File: config.mk
export PLATFORM = sky130hd
export DESIGN_NAME = led_ctrl_top
export DESIGN_NICKNAME = d
export VERILOG_FILES = /design/src/logic/led_ctrl_pkg.sv /design/src/logic/led_ctrl_top.sv /design/src/logic/panel_outputs.sv /design/src/logic/panel_blanker.sv /design/src/logic/pixel_writer.sv /design/src/logic/cmd_decode.sv
export VERILOG_INCLUDE_DIRS = /design/src /design/src/logic
export SDC_FILE = /design/constraint.sdc
export NUM_CORES = 1
export LEC_CHECK = 0
export BUFFER_PORTS_ARGS = -buffer_cell sky130_fd_sc_hd__buf_2
export CORE_ASPECT_RATIO = 1.1
export CORE_MARGIN = 2
export CORE_UTILIZATION = 60
export CTS_BUF_LIST = sky130_fd_sc_hd__clkbuf_4
export CTS_CLUSTER_SIZE = 28
export DETAILED_ROUTE_END_ITERATION = 12
export GPL_ROUTABILITY_DRIVEN = 0
export PLACE_DENSITY = 0.81
export SLEW_MARGIN = 20
export SYNTH_ARGS = -nofsm -noshare
export SYNTH_HDL_FRONTEND = slang
export SYNTH_SLANG_ARGS = --single-unit
File: constraint.sdc
create_clock -name clk_in -period 7.2 [get_ports clk_in]
set_input_delay 1.44 -clock clk_in [delete_from_list [all_inputs] [get_ports clk_in]]
set_output_delay 1.44 -clock clk_in [all_outputs]
set_load 0.02 [all_outputs]
File: src/logic/led_ctrl_params.svh
`ifndef LED_CTRL_PARAMS_SVH
`define LED_CTRL_PARAMS_SVH

// panel geometry
`define PIXEL_HEIGHT 32
`define PIXEL_WIDTH 64
`define BYTES_PER_PIXEL 2

// number of brightness bit planes
`define BRIGHTNESS_LEVELS 6

// frame buffer address is row then column then byte select
`define ROW_BITS 5
`define COL_BITS 6
`define BYTE_SEL_BITS 1
`define RAM_ADDR_BITS 12
`define RAM_WORDS 4096

`endif
File: src/logic/led_ctrl_pkg.sv
package led_ctrl_pkg;

    // setting operations passed from decode to the result stage
    typedef enum logic [2:0] {
        op_none,
        op_rgb_set,
        op_rgb_clear,
        op_bright_toggle,
        op_bright_clear_all,
        op_bright_set_all,
        op_bright_load
    } setting_op_t;

    // command decoder states
    typedef enum logic [1:0] {
        st_idle,
        st_brightness_arg,
        st_pixel,
        st_blank
    } decode_state_t;

endpackage

File: src/logic/led_ctrl_top.sv
`timescale 1ns/1ps
`include "led_ctrl_params.svh"

module led_ctrl_top (
    input  logic                          clk_in,
    input  logic                          reset,
    input  logic [7:0]                    data_rx,
    input  logic                          data_valid,
    output logic [2:0]                    rgb_enable,
    output logic [`BRIGHTNESS_LEVELS-1:0] brightness_enable,
    output logic [`RAM_ADDR_BITS-1:0]     ram_address,
    output logic [7:0]                    ram_data,
    output logic                          ram_write_enable,
    output logic                          busy
);
    import led_ctrl_pkg::*;

    setting_op_t               setting_op;
    logic [7:0]                setting_arg;
    logic                      pixel_start;
    logic [7:0]                arg_byte;
    logic                      arg_valid;
    logic                      blank_start;
    logic                      pixel_done;
    logic                      blank_done;
    logic                      pixel_wr_strobe;
    logic [`RAM_ADDR_BITS-1:0] pixel_wr_address;
    logic [7:0]                pixel_wr_data;
    logic                      blank_wr_strobe;
    logic [`RAM_ADDR_BITS-1:0] blank_wr_address;

    cmd_decode u_decode (
        .clk_in      (clk_in),
        .reset       (reset),
        .data_rx     (data_rx),
        .data_valid  (data_valid),
        .pixel_done  (pixel_done),
        .blank_done  (blank_done),
        .setting_op  (setting_op),
        .setting_arg (setting_arg),
        .pixel_start (pixel_start),
        .arg_byte    (arg_byte),
        .arg_valid   (arg_valid),
        .blank_start (blank_start),
        .busy        (busy)
    );

    pixel_writer u_pixel_writer (
        .clk_in      (clk_in),
        .reset       (reset),
        .pixel_start (pixel_start),
        .arg_byte    (arg_byte),
        .arg_valid   (arg_valid),
        .wr_strobe   (pixel_wr_strobe),
        .wr_address  (pixel_wr_address),
        .wr_data     (pixel_wr_data),
        .pixel_done  (pixel_done)
    );

    panel_blanker u_panel_blanker (
        .clk_in      (clk_in),
        .reset       (reset),
        .blank_start (blank_start),
        .wr_strobe   (blank_wr_strobe),
        .wr_address  (blank_wr_address),
        .blank_done  (blank_done)
    );

    panel_outputs u_panel_outputs (
        .clk_in            (clk_in),
        .reset             (reset),
        .setting_op        (setting_op),
        .setting_arg       (setting_arg),
        .pixel_wr_strobe   (pixel_wr_strobe),
        .pixel_wr_address  (pixel_wr_address),
        .pixel_wr_data     (pixel_wr_data),
        .blank_wr_strobe   (blank_wr_strobe),
        .blank_wr_address  (blank_wr_address),
        .rgb_enable        (rgb_enable),
        .brightness_enable (brightness_enable),
        .ram_address       (ram_address),
        .ram_data          (ram_data),
        .ram_write_enable  (ram_write_enable)
    );

endmodule

File: src/logic/panel_outputs.sv
`timescale 1ns/1ps
`include "led_ctrl_params.svh"

module panel_outputs (
    input  logic                          clk_in,
    input  logic                          reset,
    input  led_ctrl_pkg::setting_op_t     setting_op,
    input  logic [7:0]                    setting_arg,
    input  logic                          pixel_wr_strobe,
    input  logic [`RAM_ADDR_BITS-1:0]     pixel_wr_address,
    input  logic [7:0]                    pixel_wr_data,
    input  logic                          blank_wr_strobe,
    input  logic [`RAM_ADDR_BITS-1:0]     blank_wr_address,
    output logic [2:0]                    rgb_enable,
    output logic [`BRIGHTNESS_LEVELS-1:0] brightness_enable,
    output logic [`RAM_ADDR_BITS-1:0]     ram_address,
    output logic [7:0]                    ram_data,
    output logic                          ram_write_enable
);
    import led_ctrl_pkg::*;

    localparam int plane_bits = $clog2(`BRIGHTNESS_LEVELS);

    logic [1:0]            channel;
    logic [plane_bits-1:0] plane;

    assign channel = setting_arg[1:0];
    assign plane   = setting_arg[plane_bits-1:0];

    always_ff @(posedge clk_in or posedge reset) begin
        if (reset) begin
            rgb_enable        <= 3'b111;
            brightness_enable <= {`BRIGHTNESS_LEVELS{1'b1}};
            ram_write_enable  <= 1'b0;
        end else begin
            // engines never overlap
            ram_write_enable <= pixel_wr_strobe | blank_wr_strobe;
            case (setting_op)
                op_rgb_set:          rgb_enable[channel] <= 1'b1;
                op_rgb_clear:        rgb_enable[channel] <= 1'b0;
                op_bright_toggle:    brightness_enable[plane] <= ~brightness_enable[plane];
                op_bright_clear_all: brightness_enable <= '0;
                op_bright_set_all:   brightness_enable <= {`BRIGHTNESS_LEVELS{1'b1}};
                op_bright_load:      brightness_enable <= setting_arg[`BRIGHTNESS_LEVELS-1:0];
                default: begin
                end
            endcase
        end
    end

    always_ff @(posedge clk_in) begin
        if (pixel_wr_strobe) begin
            ram_address <= pixel_wr_address;
            ram_data    <= pixel_wr_data;
        end else if (blank_wr_strobe) begin
            ram_address <= blank_wr_address;
            // blanking writes black
            ram_data    <= 8'h00;
        end
    end

endmodule

File: src/logic/panel_blanker.sv
`timescale 1ns/1ps
`include "led_ctrl_params.svh"

module panel_blanker (
    input  logic                      clk_in,
    input  logic                      reset,
    input  logic                      blank_start,
    output logic                      wr_strobe,
    output logic [`RAM_ADDR_BITS-1:0] wr_address,
    output logic                      blank_done
);
    localparam logic [`RAM_ADDR_BITS-1:0] last_address = `RAM_ADDR_BITS'(`RAM_WORDS - 1);

    logic [`RAM_ADDR_BITS-1:0] next_address;

    assign next_address = wr_address + 1'b1;

    // wr_address doubles as the sweep counter
    always_ff @(posedge clk_in or posedge reset) begin
        if (reset) begin
            wr_strobe  <= 1'b0;
            wr_address <= '0;
            blank_done <= 1'b0;
        end else if (blank_start) begin
            wr_strobe  <= 1'b1;
            wr_address <= '0;
            blank_done <= 1'b0;
        end else if (wr_strobe) begin
            if (wr_address == last_address) begin
                wr_strobe  <= 1'b0;
                blank_done <= 1'b0;
            end else begin
                wr_address <= next_address;
                // flag rides with the final write
                blank_done <= (next_address == last_address);
            end
        end
    end

endmodule

File: src/logic/pixel_writer.sv
`timescale 1ns/1ps
`include "led_ctrl_params.svh"

module pixel_writer (
    input  logic                      clk_in,
    input  logic                      reset,
    input  logic                      pixel_start,
    input  logic [7:0]                arg_byte,
    input  logic                      arg_valid,
    output logic                      wr_strobe,
    output logic [`RAM_ADDR_BITS-1:0] wr_address,
    output logic [7:0]                wr_data,
    output logic                      pixel_done
);
    // row, column, then the colour bytes
    localparam logic [1:0] last_arg = 2'(1 + `BYTES_PER_PIXEL);

    logic [1:0]                arg_count;
    logic [`ROW_BITS-1:0]      row;
    logic [`COL_BITS-1:0]      col;
    logic [7:0]                row_mod;
    logic [7:0]                col_mod;
    logic [`BYTE_SEL_BITS-1:0] byte_sel;
    logic                      is_colour;

    assign row_mod   = arg_byte % 8'(`PIXEL_HEIGHT);
    assign col_mod   = arg_byte % 8'(`PIXEL_WIDTH);
    assign is_colour = arg_valid && (arg_count >= 2'd2);
    // first colour byte is index 0
    assign byte_sel  = arg_count[`BYTE_SEL_BITS-1:0];

    always_ff @(posedge clk_in or posedge reset) begin
        if (reset) begin
            arg_count  <= 2'd0;
            wr_strobe  <= 1'b0;
            pixel_done <= 1'b0;
        end else begin
            wr_strobe  <= is_colour;
            pixel_done <= arg_valid && (arg_count == last_arg);
            if (pixel_start) begin
                arg_count <= 2'd0;
            end else if (arg_valid) begin
                arg_count <= arg_count + 2'd1;
            end
        end
    end

    always_ff @(posedge clk_in) begin
        if (arg_valid) begin
            case (arg_count)
                2'd0: row <= row_mod[`ROW_BITS-1:0];
                2'd1: col <= col_mod[`COL_BITS-1:0];
                default: begin
                    wr_address <= {row, ~col, ~byte_sel};
                    wr_data    <= arg_byte;
                end
            endcase
        end
    end

endmodule

File: src/logic/cmd_decode.sv
`timescale 1ns/1ps
`include "led_ctrl_params.svh"

module cmd_decode (
    input  logic                     clk_in,
    input  logic                     reset,
    input  logic [7:0]               data_rx,
    input  logic                     data_valid,
    input  logic                     pixel_done,
    input  logic                     blank_done,
    output led_ctrl_pkg::setting_op_t setting_op,
    output logic [7:0]               setting_arg,
    output logic                     pixel_start,
    output logic [7:0]               arg_byte,
    output logic                     arg_valid,
    output logic                     blank_start,
    output logic                     busy
);
    import led_ctrl_pkg::*;

    decode_state_t state;
    decode_state_t state_next;
    setting_op_t   op_next;
    logic [7:0]    arg_next;
    logic          pixel_start_next;
    logic          arg_valid_next;
    logic          blank_start_next;
    logic          blank_done_q;

    always_comb begin
        state_next       = state;
        op_next          = op_none;
        arg_next         = setting_arg;
        pixel_start_next = 1'b0;
        arg_valid_next   = 1'b0;
        blank_start_next = 1'b0;
        case (state)
            st_idle: begin
                if (data_valid) begin
                    case (data_rx)
                        "R": begin
                            op_next  = op_rgb_set;
                            arg_next = 8'd0;
                        end
                        "r": begin
                            op_next  = op_rgb_clear;
                            arg_next = 8'd0;
                        end
                        "G": begin
                            op_next  = op_rgb_set;
                            arg_next = 8'd1;
                        end
                        "g": begin
                            op_next  = op_rgb_clear;
                            arg_next = 8'd1;
                        end
                        "B": begin
                            op_next  = op_rgb_set;
                            arg_next = 8'd2;
                        end
                        "b": begin
                            op_next  = op_rgb_clear;
                            arg_next = 8'd2;
                        end
                        // "1" is the top plane
                        "1", "2", "3", "4", "5", "6": begin
                            op_next  = op_bright_toggle;
                            arg_next = 8'(`BRIGHTNESS_LEVELS) + 8'h30 - data_rx;
                        end
                        "0": op_next = op_bright_clear_all;
                        "9": op_next = op_bright_set_all;
                        "T": state_next = st_brightness_arg;
                        "P": begin
                            state_next       = st_pixel;
                            pixel_start_next = 1'b1;
                        end
                        "Z": begin
                            state_next       = st_blank;
                            blank_start_next = 1'b1;
                        end
                        default: begin
                        end
                    endcase
                end
            end
            st_brightness_arg: begin
                if (data_valid) begin
                    op_next    = op_bright_load;
                    arg_next   = data_rx;
                    state_next = st_idle;
                end
            end
            st_pixel: begin
                if (pixel_done) begin
                    state_next = st_idle;
                end else if (data_valid) begin
                    arg_valid_next = 1'b1;
                end
            end
            st_blank: begin
                // hold one extra cycle so the last write leaves the port first
                if (blank_done_q) begin
                    state_next = st_idle;
                end
            end
            default: state_next = st_idle;
        endcase
    end

    always_ff @(posedge clk_in or posedge reset) begin
        if (reset) begin
            state        <= st_idle;
            setting_op   <= op_none;
            pixel_start  <= 1'b0;
            arg_valid    <= 1'b0;
            blank_start  <= 1'b0;
            blank_done_q <= 1'b0;
        end else begin
            state        <= state_next;
            setting_op   <= op_next;
            pixel_start  <= pixel_start_next;
            arg_valid    <= arg_valid_next;
            blank_start  <= blank_start_next;
            blank_done_q <= blank_done;
        end
    end

    always_ff @(posedge clk_in) begin
        setting_arg <= arg_next;
        if (arg_valid_next) begin
            arg_byte <= data_rx;
        end
    end

    assign busy = (state == st_blank);

endmodule

==> key figures, run 1 <==
Run status
  – Status: completed

Synthesis
  – Avg Cell Area, Syn: 12.46 um^2
  – Asr flop ratio synth: 0.3627
  – Synth unique cells: 56
  – Prevailing post-synth register cell: edfxtp_1
  – Sequential share of the synthesized area: 0.6459
  – Number of synthesized flops with an enable pin: 65
  – Post-Syn Area: 0.004473 mm^2
  – Syn Nets: 380
  – Cells after Synth: 359
  – Ys Warns: 0
  – Post-synthesis register bit count: 102

Layout
  – Area of the multi-input gates: 0.001458 mm^2
  – Layout cell share with drive strength beyond 1: 0.2266
  – Final instance area: 0.004882 mm^2
  – Final #Nets: 422
  – Synth-to-layout area growth: 9.147%
  – Fillers: 570
  – Sequential cell area: 0.002889 mm^2
  – N_diodes: 0

Setup path
  – Reg2Reg Setup Slack: 5320 ps
  – Worst path arrival time: 3050 ps
  – RR Startpoint: u_pixel_writer.arg_count[0]
  – End of the worst register-to-register path: u_pixel_writer.wr_address[1]
  – Worst path required time: 7310 ps
  – Crit path max fanout: 8
  – Worst setup EP type: register
  – Critical path type: in -> reg
  – Slowest CP cell: a21oi_1
  – Peak per-stage delay on the critical path: 480 ps
  – Reg2reg path depth: 4
  – Critical path, cell by cell: buf_2, ha_1, nor2b_1, a2111oi_2, nor3_2, nor2_1, a21oi_1
  – Kind of start point of the critical path: input pin

Timing
  – Min Clock Period, post-route: 2944 ps
  – Hold Slack: 413.6 ps
  – RSZ-0062 raised after global routing: no
  – F_max: 339.6 MHz
  – Final setup fails: 0
  – Tightest Pin Transition: 737.1 ps
  – Max-slew violations: 0
  – Clk_skew: 19.60 ps
  – Slew headroom: 0.5086
  – Setup TNS: 0 ps
  – Final hold viol count: 0
  – Fin crit share: 0.4089
  – Final WS setup: 4256 ps

Min path
  – Hold Crit Endpoint: u_decode.blank_done_q
  – HP Class: reg -> reg
  – Origin of the worst min-delay path: u_panel_blanker.blank_done
  – Hold Path Stages: 0

Detailed routing
  – Drt wl/cell: 15.53 um
  – Total Wirelength: 7655 um
  – Met2 WL post-DR: 3974 um
  – Routed Antenna Nets: 0
  – Max Used Layer: met4
  – Drt via density: 5.716
  – Initial drt markers: 170
  – First-pass detailed-route iteration total: 4
  – Met1 wire length: 3307 um
  – DR vias: 2818
  – DRC viols: 0
  – Met3 wire length: 221 um

Placed design
  – Detail Placement HPWL: 5398 um
  – Setup WS pre-CTS: 3785 ps
  – IO buf count: 41
  – Cell Area, Placed: 0.004751 mm^2

Global route
  – First-pass GRT wire length: 12550 um
  – Grt total ovfl: 0
  – Antenna violations before repair: 0
  – GRT Util Overall: 0.2017
  – Vias in the first global route: 2685
  – Largest net degree at the start of global routing: 38

Clock network
  – CTS tree: built
  – H-tree depth: 3
  – CTS sink count: 102
  – # Post-CTS Setup Buffers: 0
  – CTS Hold Bufs: 0
  – Clock Latency Late Sink: 440 ps
  – Clock transition at path regs: 170 ps
  – Resized cells post-CTS: 0
  – CTS Root Cell: clkbuf_4
  – Cts bufs inserted: 9
  – Max clock buf depth: 2

Flow run
  – Max Cap Viol: 0

Power
  – Peak supply drop: 0.1247 mV
  – Pint: 0.8698 mW
  – Clk pwr share: 0.223
  – Seq pwr share: 0.613
  – Pwr per Cell Area: 254.5 mW/mm^2
  – Overall Power: 1.243 mW
  – LEAKAGE: 1.974 nW
  – Switching Share: 0.3000
  – Net Sw Power: 0.3728 mW
  – Combinational power share: 0.164

Floorplan
  – Chip Width: 86.33 um
  – Row cnt: 33
  – Starting Density: 0.6086
  – Core area: 0.007350 mm^2
  – Die footprint: 0.008162 mm^2
  – IO Count: 42
  – Die height: 94.56 um
[worst max-delay path by stage]
| stage | slack [ps] | to | startpoint |
|---|---|---|---|
| after floorplan | 4180 | u_decode.setting_arg[0] | data_rx[0] |
| after global placement | 3880 | u_decode.setting_arg[1] | data_rx[0] |
| after detailed placement | 3790 | u_decode.setting_arg[3] | data_rx[0] |
| after CTS | 4280 | u_decode.setting_arg[5] | data_rx[0] |
| after global routing | 4080 | u_decode.setting_arg[2] | data_rx[0] |
| final | 4260 | u_decode.setting_arg[5] | data_rx[0] |
[kinds of logic (layout without fill, tap and decap cells)]
group	Yosys count	count (layout)	share of synthesized area
DFF	102	102	0.6459
and+or+nand+nor	131	131	0.1494
AOI/OAI and AO/OA	62	62	0.09567
adders and majority gates	10	10	0.02797
muxes	13	13	0.03217
buffers and inverters	31	78	0.02937
xor gates and xnor gates	10	10	0.01958
[placed cells by master, fill, tap and decap left out, types with 2 or more instances in the layout]
cell type and instances:
inv_8 3, nor2b_1 6, a21oi_1 22, mux2_2 11, a21o_1 4, a221oi_1 2
clkbuf_4 9, dfstp_2 9, nand4_1 2, buf_4 3, nor3_1 7, xor2_1 9
mux2i_1 2, dfrtp_1 28, edfxtp_1 65, nand3_1 12, o21ai_0 10, buf_2 41
nor4_1 2, and2_1 13, o31ai_1 4, o221ai_1 2, nor2_1 30, ha_1 10
a31oi_1 2, and3_2 2, nand2_1 35, or3_1 2, nand2b_1 9, nor4bb_1 2
inv_1 18
[power groups by stage]
stage / Clock (mW) / Sequential (mW) / Combinational, mW
final: 0.277 / 0.762 / 0.203
after floorplan: 0 / 0.790 / 0.118
after global routing: 0.303 / 0.772 / 0.226
after CTS: 0.285 / 0.762 / 0.207
after global placement: 0 / 0.772 / 0.197
after detailed placement: 0 / 0.775 / 0.206
[Yosys cell counts, types with 2 or more instances]
| master | instances | area share |
|---|---|---|
| a31oi_1 | 2 | 0.0028 |
| a21o_1 | 4 | 0.0067 |
| dfstp_2 | 9 | 0.053 |
| and2_1 | 13 | 0.018 |
| nand3_1 | 12 | 0.013 |
| clkbuf_1 | 9 | 0.0076 |
| nand2_1 | 35 | 0.029 |
| o221ai_1 | 2 | 0.0039 |
| edfxtp_1 | 65 | 0.44 |
| nand4_1 | 2 | 0.0028 |
| ha_1 | 10 | 0.028 |
| dfrtp_1 | 28 | 0.16 |
| nor4bb_1 | 2 | 0.0045 |
| or3_1 | 2 | 0.0028 |
| mux2i_1 | 2 | 0.0045 |
| nor3b_1 | 2 | 0.0034 |
| mux2_2 | 11 | 0.028 |
| a221oi_1 | 2 | 0.0039 |
| nand2b_1 | 9 | 0.013 |
| nor4_1 | 2 | 0.0028 |
| xor2_1 | 9 | 0.018 |
| and3_2 | 2 | 0.0034 |
| o21ai_0 | 10 | 0.011 |
| inv_1 | 18 | 0.015 |
| nor3_1 | 7 | 0.0078 |
| o31ai_1 | 4 | 0.0067 |
| nor2b_1 | 6 | 0.0084 |
| nor2_1 | 30 | 0.025 |
| a21oi_1 | 22 | 0.025 |
| buf_2 | 2 | 0.0022 |
[critical path: cells and delay by family]
kind            cells  cell delay, ps
compound gates      2             530
fa+ha+maj           1             240
buf+inv             1             140
simple gates        3             710
[state kept, by name, summed over array words and instances, names as in the netlist, named ones only]
register	cells
u_pixel_writer.col	6
u_panel_outputs.ram_address	12
u_decode.state	2
u_panel_blanker.blank_done	1
u_decode.setting_op	3
u_panel_blanker.wr_address	12
u_pixel_writer.wr_data	8
u_pixel_writer.row	5
u_panel_blanker.wr_strobe	1
u_decode.arg_byte	8
u_pixel_writer.pixel_done	1
u_panel_outputs.ram_data	8
u_decode.arg_valid	1
u_pixel_writer.arg_count	2
u_panel_outputs.ram_write_enable	1
u_decode.setting_arg	6
u_decode.pixel_start	1
u_decode.blank_start	1
u_pixel_writer.wr_strobe	1
u_pixel_writer.wr_address	12
u_decode.blank_done_q	1
[per-stage QoR]
step	std cells	utilization
3_5_place_dp	477	0.6464
4_1_cts	493	0.6643
3_3_place_gp	477	0.6464
6_report	493	0.6643
2_1_floorplan	359	-
5_1_grt	493	0.6643
[layout make-up]
class	count	share of cell area
Sequential cell	102	0.5917
Multi-Input combinational cell	226	0.2986
Timing Repair Buffer	44	0.04664
Tap cell	87	0.02230
Clock buffer	9	0.01384
Inverter	18	0.01384
Clock inverter	7	0.01307
[layer usage]
metal | GRT usage | vias to the layer above
met3 | 0.03584 | 12
met1 | 0.2525 | 1375
met5 | 0 | -
met4 | 0.09505 | 0
li1 | - | 1370
met2 | 0.3410 | 61
Power figures use the tool's default switching activity.
==> inputs of run 2 (changes only) <==
--- a/config.mk
+++ b/config.mk
@@ -9,12 +9,12 @@
 export BUFFER_PORTS_ARGS = -buffer_cell sky130_fd_sc_hd__buf_2
 export CORE_ASPECT_RATIO = 1.1
 export CORE_MARGIN = 2
-export CORE_UTILIZATION = 60
+export CORE_UTILIZATION = 55
 export CTS_BUF_LIST = sky130_fd_sc_hd__clkbuf_4
 export CTS_CLUSTER_SIZE = 28
 export DETAILED_ROUTE_END_ITERATION = 12
 export GPL_ROUTABILITY_DRIVEN = 0
-export PLACE_DENSITY = 0.81
+export PLACE_DENSITY = 0.78
 export SLEW_MARGIN = 20
 export SYNTH_ARGS = -nofsm -noshare
 export SYNTH_HDL_FRONTEND = slang
==> constraint.sdc (replaced) <==
create_clock -name clk_in -period 2.4 [get_ports clk_in]
set_input_delay 0.48 -clock clk_in [delete_from_list [all_inputs] [get_ports clk_in]]
set_output_delay 0.48 -clock clk_in [all_outputs]
set_load 0.02 [all_outputs]
==> run 2 against run 1 <==
  * Clock power rose to 3.0 times the previous value
  * Routed wire length shrank 2.7%
  * Highest routed layer unchanged
  * Critical path type is now reg -> reg
  * First-iteration DRC count is 32% lower
==> key figures, run 2 (synthesis results as in run 1) <==
Timing
  – Setup TNS: 0 ps (unchanged)
  – Clk_skew: 15.75 ps (-3.844 ps)
  – Final hold viol count: 0 (unchanged)
  – F_max: 540.6 MHz
  – Min Clock Period, post-route: 1850 ps
  – Max-slew violations: 0 (unchanged)
  – Slew headroom: 0.6371 (+0.1285)
  – RSZ-0062 raised after global routing: no
  – Final setup fails: 0 (unchanged)
  – Tightest Pin Transition: 538.4 ps (-198.7 ps)
  – Fin crit share: 0.7708

Min path
  – HP Class: in -> async

Clock network
  – CTS Root Cell: clkbuf_4
  – H-tree depth: 3 (unchanged)
  – Clock Latency Late Sink: 440 ps (about the same)
  – # Post-CTS Setup Buffers: 0 (unchanged)
  – CTS tree: built
  – Max clock buf depth: 2 (unchanged)
  – Resized cells post-CTS: 0 (unchanged)
  – CTS Hold Bufs: 0 (unchanged)
  – Cts bufs inserted: 9 (unchanged)
  – CTS sink count: 102 (unchanged)
  – Clock transition at path regs: 160 ps (about the same)

Detailed routing
  – DRC viols: 0 (unchanged)
  – Total Wirelength: 7452 um (-2.7%)
  – Routed Antenna Nets: 0 (unchanged)
  – Initial drt markers: 116 (-32%)
  – First-pass detailed-route iteration total: 4 (unchanged)
  – Drt via density: 5.499 (-3.8%)
  – Drt wl/cell: 14.41 um (-7.2%)
  – DR vias: 2843 (+0.89%)

Global route
  – Largest net degree at the start of global routing: 38 (unchanged)
  – Antenna violations before repair: 0 (unchanged)
  – First-pass GRT wire length: 12660 um (+0.88%)
  – GRT Util Overall: 0.1799 (-0.02176)
  – Grt total ovfl: 0 (unchanged)
  – Vias in the first global route: 2680 (-0.19%)

Power
  – Pwr per Cell Area: 756.7 mW/mm^2 (+200%)
  – Seq pwr share: 0.609 (-0.004)
  – Overall Power: 3.730 mW (+200%)
  – Peak supply drop: 0.3290 mV (+160%)
  – LEAKAGE: 1.994 nW (+0.97%)
  – Clk pwr share: 0.222 (about the same)
  – Pint: 2.618 mW (+200%)
  – Net Sw Power: 1.113 mW (+200%)
  – Combinational power share: 0.169 (+0.005)
  – Switching Share: 0.2983 (-0.001709)

Setup path
  – Peak per-stage delay on the critical path: 510 ps (+30 ps)
  – Worst path required time: 2720 ps (-4590 ps)
  – Kind of start point of the critical path: register
  – Slowest CP cell: o41a_4
  – Worst path arrival time: 2170 ps (-880 ps)
  – Critical path type: reg -> reg
  – Critical path, cell by cell: ha_1, nand2_1, o41a_4, nand2_1, xor2_1, nor2_1
  – Critical path's most frequent cell: nand2_1
  – Bufs and invs on worst path: 0 (-1)
  – Crit path max fanout: 7 (-1)
  – Worst setup EP type: register
  – Worst path top cell family by delay: compound AO/OA/AOI/OAI gates

Floorplan
  – Chip Width: 89.99 um (+4.2%)
  – Die footprint: 0.008871 mm^2 (+8.7%)
  – Starting Density: 0.5653 (-0.04331)
  – Row cnt: 34 (+3.0%)
  – Die height: 98.59 um (+4.3%)
  – Core area: 0.007913 mm^2 (+7.7%)
  – IO Count: 42 (unchanged)

Layout
  – N_diodes: 0 (unchanged)
  – Leading cell type in the layout, fill and taps excluded: edfxtp_1
  – Most frequent cells in the layout: 65 x edfxtp_1, 41 x buf_2, 35 x nand2_1
  – Layout cell share with drive strength beyond 1: 0.2298 (+0.003228)
  – Top flop regs: u_panel_blanker.wr_address (12), u_panel_outputs.ram_address (12), u_pixel_writer.wr_address (12)
  – Final #Nets: 425 (+0.71%)
  – Final instance area: 0.004930 mm^2 (+0.97%)
  – Synth-to-layout area growth: 10.21%

Flow run
  – Max Cap Viol: 0 (unchanged)

Placed design
  – Cell Area, Placed: 0.004800 mm^2 (+1.0%)
  – IO buf count: 41 (unchanged)
  – Detail Placement HPWL: 5275 um (-2.3%)

Run status
  – Status: completed
[run 2: cell count changes in the layout (fill, tap and decap cells not counted)]
cell / previous run / this run
buf_4: 3 / 6
clkinv_1: 0 / 1
clkinvlp_4: 1 / 0
inv_6: 1 / 0
inv_8: 3 / 4
[run 2: routing by layer]
layer,global-route usage,vias to the layer above,routed length (um)
met2,0.2972,74,3716
li1,-,1370,-
met3,0.02982,23,267
met1,0.2317,1376,3228
met4,0.09586,0,240
met5,0,-,0
[run 2: final cells by class]
type	count	area, um^2
fill	631	2983
sequential	102	2889
tap	108	135.1
timing repair buffer	47	250.2
inverter	18	67.56
clock buffer	9	67.56
clock inverter	7	62.56
multi-input combinational	226	1458
[run 2: power by group through the flow]
stage	Combinational [mW]	Sequential [mW]	Clock, mW
floorplan	0.360	2.37	0
global placement	0.615	2.30	0
detailed placement	0.635	2.31	0
CTS	0.639	2.27	0.849
global route	0.700	2.30	0.917
finish	0.630	2.27	0.828
[run 2: worst paths after layout]
path | endpoint | slack (ps) | depth (start not counted) | startpoint
setup / recovery | u_panel_blanker.wr_address[2] | 550 | 6 | u_panel_blanker.wr_address[1]
min in group clk_in | u_decode.arg_byte[6] | 240 | 1 | data_rx[6]
setup reg to reg | u_panel_blanker.wr_address[2] | 550 | 6 | u_panel_blanker.wr_address[1]
max in group asynchronous | asynchronous set/reset pin | 1930 | 3 | reset
hold / removal | u_panel_blanker.wr_address[2] | 110 | 3 | reset
hold reg to reg | u_decode.blank_done_q | 400 | 0 | u_panel_blanker.blank_done
[run 2: through the flow]
step                utilization  setup WS, ps  instances  hold WS [ps]
floorplan                     -         339.6        359         353.5
global placement         0.6066         246.1        501         366.7
detailed placement       0.6066         143.7        501         364.3
CTS                      0.6230         544.8        517         111.8
global route             0.6230         357.9        517         116.4
finish                   0.6230         550.1        517         113.6
[run 2: worst reg2reg max path, stage by stage, from the launching register on]
cell     delay, ps
dfrtp_1        460
ha_1           290
nand2_1        160
o41a_4         510
nand2_1        110
xor2_1         160
nor2_1          60
==> inputs of run 3 (changes only) <==
==> constraint.sdc (replaced) <==
create_clock -name clk_in -period 1.59 [get_ports clk_in]
set_input_delay 0.318 -clock clk_in [delete_from_list [all_inputs] [get_ports clk_in]]
set_output_delay 0.318 -clock clk_in [all_outputs]
set_load 0.02 [all_outputs]
==> run 3 against run 2 <==
  * Worst hold slack got worse by 10 ps
  * Routed wire length rose by 17%
  * Largest power group unchanged
  * Clock-buffer cell count did not move
  * Highest routed layer unchanged
  * Sequential cell count did not move
  * Clock skew rose by 0.81 ps
  * Critical endpoint is now u_panel_blanker.wr_address[5]
  * Total power rose by 58%
  * Cell count rose by 8.1%
  * Critical path type unchanged
  * Register-to-register slack got worse by 530 ps
  * Sequential share of layout area fell by 5.3 points
  * Via count rose by 8.8%
==> key figures, run 3 (synthesis results as in run 1) <==
Detailed routing
  – Total Wirelength: 8693 um (+17%)
  – Drt wl/cell: 15.55 um (+7.9%)
  – Routed Antenna Nets: 0 (unchanged)
  – DR vias: 3093 (+8.8%)
  – Initial drt markers: 170 (+47%)
  – First-pass detailed-route iteration total: 4 (unchanged)
  – Drt via density: 5.533 (+0.62%)
  – DRC viols: 0 (unchanged)

Layout
  – Finished Layout Cells: 559 (+8.1%)
  – Top flop regs: u_panel_blanker.wr_address (12), u_panel_outputs.ram_address (12), u_pixel_writer.wr_address (12)
  – Post-Route Utilization: 0.6855 (+0.06246)
  – N_diodes: 0 (unchanged)
  – Layout cell share with drive strength beyond 1: 0.3481 (+0.1183)
  – Synth-to-layout area growth: 21.26%
  – Final instance area: 0.005424 mm^2 (+10%)
  – Leading cell type in the layout, fill and taps excluded: edfxtp_1
  – Final #Nets: 468 (+10%)
  – Most frequent cells in the layout: 65 x edfxtp_1, 48 x buf_4, 40 x buf_2

Global route
  – GRT Util Overall: 0.2041 (+0.02412)
  – Vias in the first global route: 3000 (+12%)
  – Antenna violations before repair: 0 (unchanged)
  – First-pass GRT wire length: 14410 um (+14%)
  – Largest net degree at the start of global routing: 38 (unchanged)
  – Grt total ovfl: 0 (unchanged)

Floorplan
  – IO Count: 42 (unchanged)
  – Die footprint: 0.008871 mm^2 (unchanged)
  – Starting Density: 0.5653 (unchanged)
  – Chip Width: 89.99 um (unchanged)
  – Row cnt: 34 (unchanged)
  – Core area: 0.007913 mm^2 (unchanged)
  – Die height: 98.59 um (unchanged)

Setup path
  – Crit path max fanout: 6 (-1)
  – Critical path type: reg -> reg
  – Worst path arrival time: 1880 ps (-290 ps)
  – Kind of start point of the critical path: register
  – Worst path required time: 1900 ps (-820 ps)
  – Peak per-stage delay on the critical path: 540 ps (+30 ps)
  – RR Startpoint: u_panel_blanker.wr_address[11]
  – End of the worst register-to-register path: u_panel_blanker.wr_address[5]
  – Reg2Reg Setup Slack: 20 ps (-530 ps)
  – Reg2reg path depth: 5 (-1)
  – Worst setup EP type: register
  – Critical path, cell by cell: nand4_4, o41a_4, nand2_2, xor2_1, nor2_1
  – Slowest CP cell: o41a_4

Min path
  – Hold Path Stages: 1
  – HP Class: in -> reg
  – Hold Crit Endpoint: u_decode.arg_byte[7]
  – Origin of the worst min-delay path: data_rx[7]

Placed design
  – IO buf count: 41 (unchanged)
  – Placed Instances: 541 (+8.0%)
  – Detail Placement HPWL: 6141 um (+16%)
  – Setup WS pre-CTS: -303.0 ps (-446.7 ps)
  – Cell Area, Placed: 0.005214 mm^2 (+8.6%)

Clock network
  – Clock transition at path regs: 160 ps (about the same)
  – Clock Latency Late Sink: 430 ps (about the same)
  – Cts bufs inserted: 9 (unchanged)
  – CTS Root Cell: clkbuf_4
  – CTS tree: built
  – Max clock buf depth: 2 (unchanged)
  – CTS sink count: 102 (unchanged)
  – H-tree depth: 3 (unchanged)

Timing
  – F_max: 638.4 MHz (+18%)
  – Hold Slack: 103.6 ps (-9.951 ps)
  – Max-slew violations: 0 (unchanged)
  – Final hold viol count: 0 (unchanged)
  – Min Clock Period, post-route: 1567 ps (-283.4 ps)
  – Tightest Pin Transition: 518.9 ps (-19.54 ps)
  – Clk_skew: 16.57 ps (+0.8122 ps)
  – Fin crit share: 0.9852 (+0.2144)
  – RSZ-0062 raised after global routing: yes
  – Setup TNS: 0 ps (unchanged)
  – Final WS setup: 23.48 ps (-526.6 ps)
  – Final setup fails: 0 (unchanged)
  – Slew headroom: 0.6541 (+0.01695)

Flow run
  – Max Cap Viol: 0 (unchanged)

Power
  – Overall Power: 5.892 mW (+58%)
  – Peak supply drop: 0.6285 mV (+91%)
  – Pwr per Cell Area: 1086 mW/mm^2 (+44%)
  – LEAKAGE: 2.225 nW (+12%)

Run status
  – Status: completed
[run 3: cell types whose count changed in the layout (fill, tap and decap cells not counted), moves of 2 or more]
cell,change
buf_4,+42
clkinvlp_4,+2
dfrtp_1,-2
dfrtp_2,+2
ha_1,-4
ha_4,+3
inv_1,-3
inv_2,+3
inv_8,-2
nand2_1,-2
nor2_1,-3
nor2_2,+2
nor4_1,-2
[run 3: repair_timing]
item	CTS	global route
hold buffers	1	0
hold endpoints to repair	28	0
pin swaps	1	8
endpoints found under the setup margin	3	14
resized for setup	2	14
setup buffers	2	1
[run 3: power by group]
part	total [mW]	switching (mW)	leakage (nW)	internal (mW)
clock	1.22	0.880	0.0624	0.344
sequential	3.42	0.196	1.07	3.22
combinational	1.25	0.707	1.09	0.541
[run 3: worst max path at each step]
stage | start | to | slack, ps
final | u_panel_blanker.wr_address[11] | u_panel_blanker.wr_address[5] | 20
after global routing | u_panel_blanker.wr_address[0] | u_panel_blanker.wr_address[5] | -40
after global placement | data_rx[0] | u_decode.setting_arg[1] | -220
after CTS | u_panel_blanker.wr_address[0] | u_panel_blanker.wr_address[4] | 0.4
after detailed placement | data_rx[1] | u_decode.setting_arg[1] | -300
after floorplan | data_rx[0] | u_decode.setting_arg[2] | -40
[run 3: critical path: cells and delay by family, from the launching register on]
kind | cells | cell delay (ps)
xor+xnor | 1 | 160
simple gates | 3 | 300
flops | 1 | 450
compound gates | 1 | 540
[run 3: per-layer routing]
layer | track usage | part of all wire
met5 | 0 | 0
met2 | 0.3613 | 0.53
met1 | 0.2601 | 0.41
met4 | 0.06272 | 0.017
met3 | 0.03517 | 0.036
[run 3: area by class of cell]
class | count | area (um^2)
tap | 108 | 135.1
clock inverter | 6 | 55.05
fill | 587 | 2489
timing repair buffer | 90 | 590.6
inverter | 18 | 67.56
clock buffer | 9 | 67.56
sequential | 102 | 2892
multi-input combinational | 226 | 1617
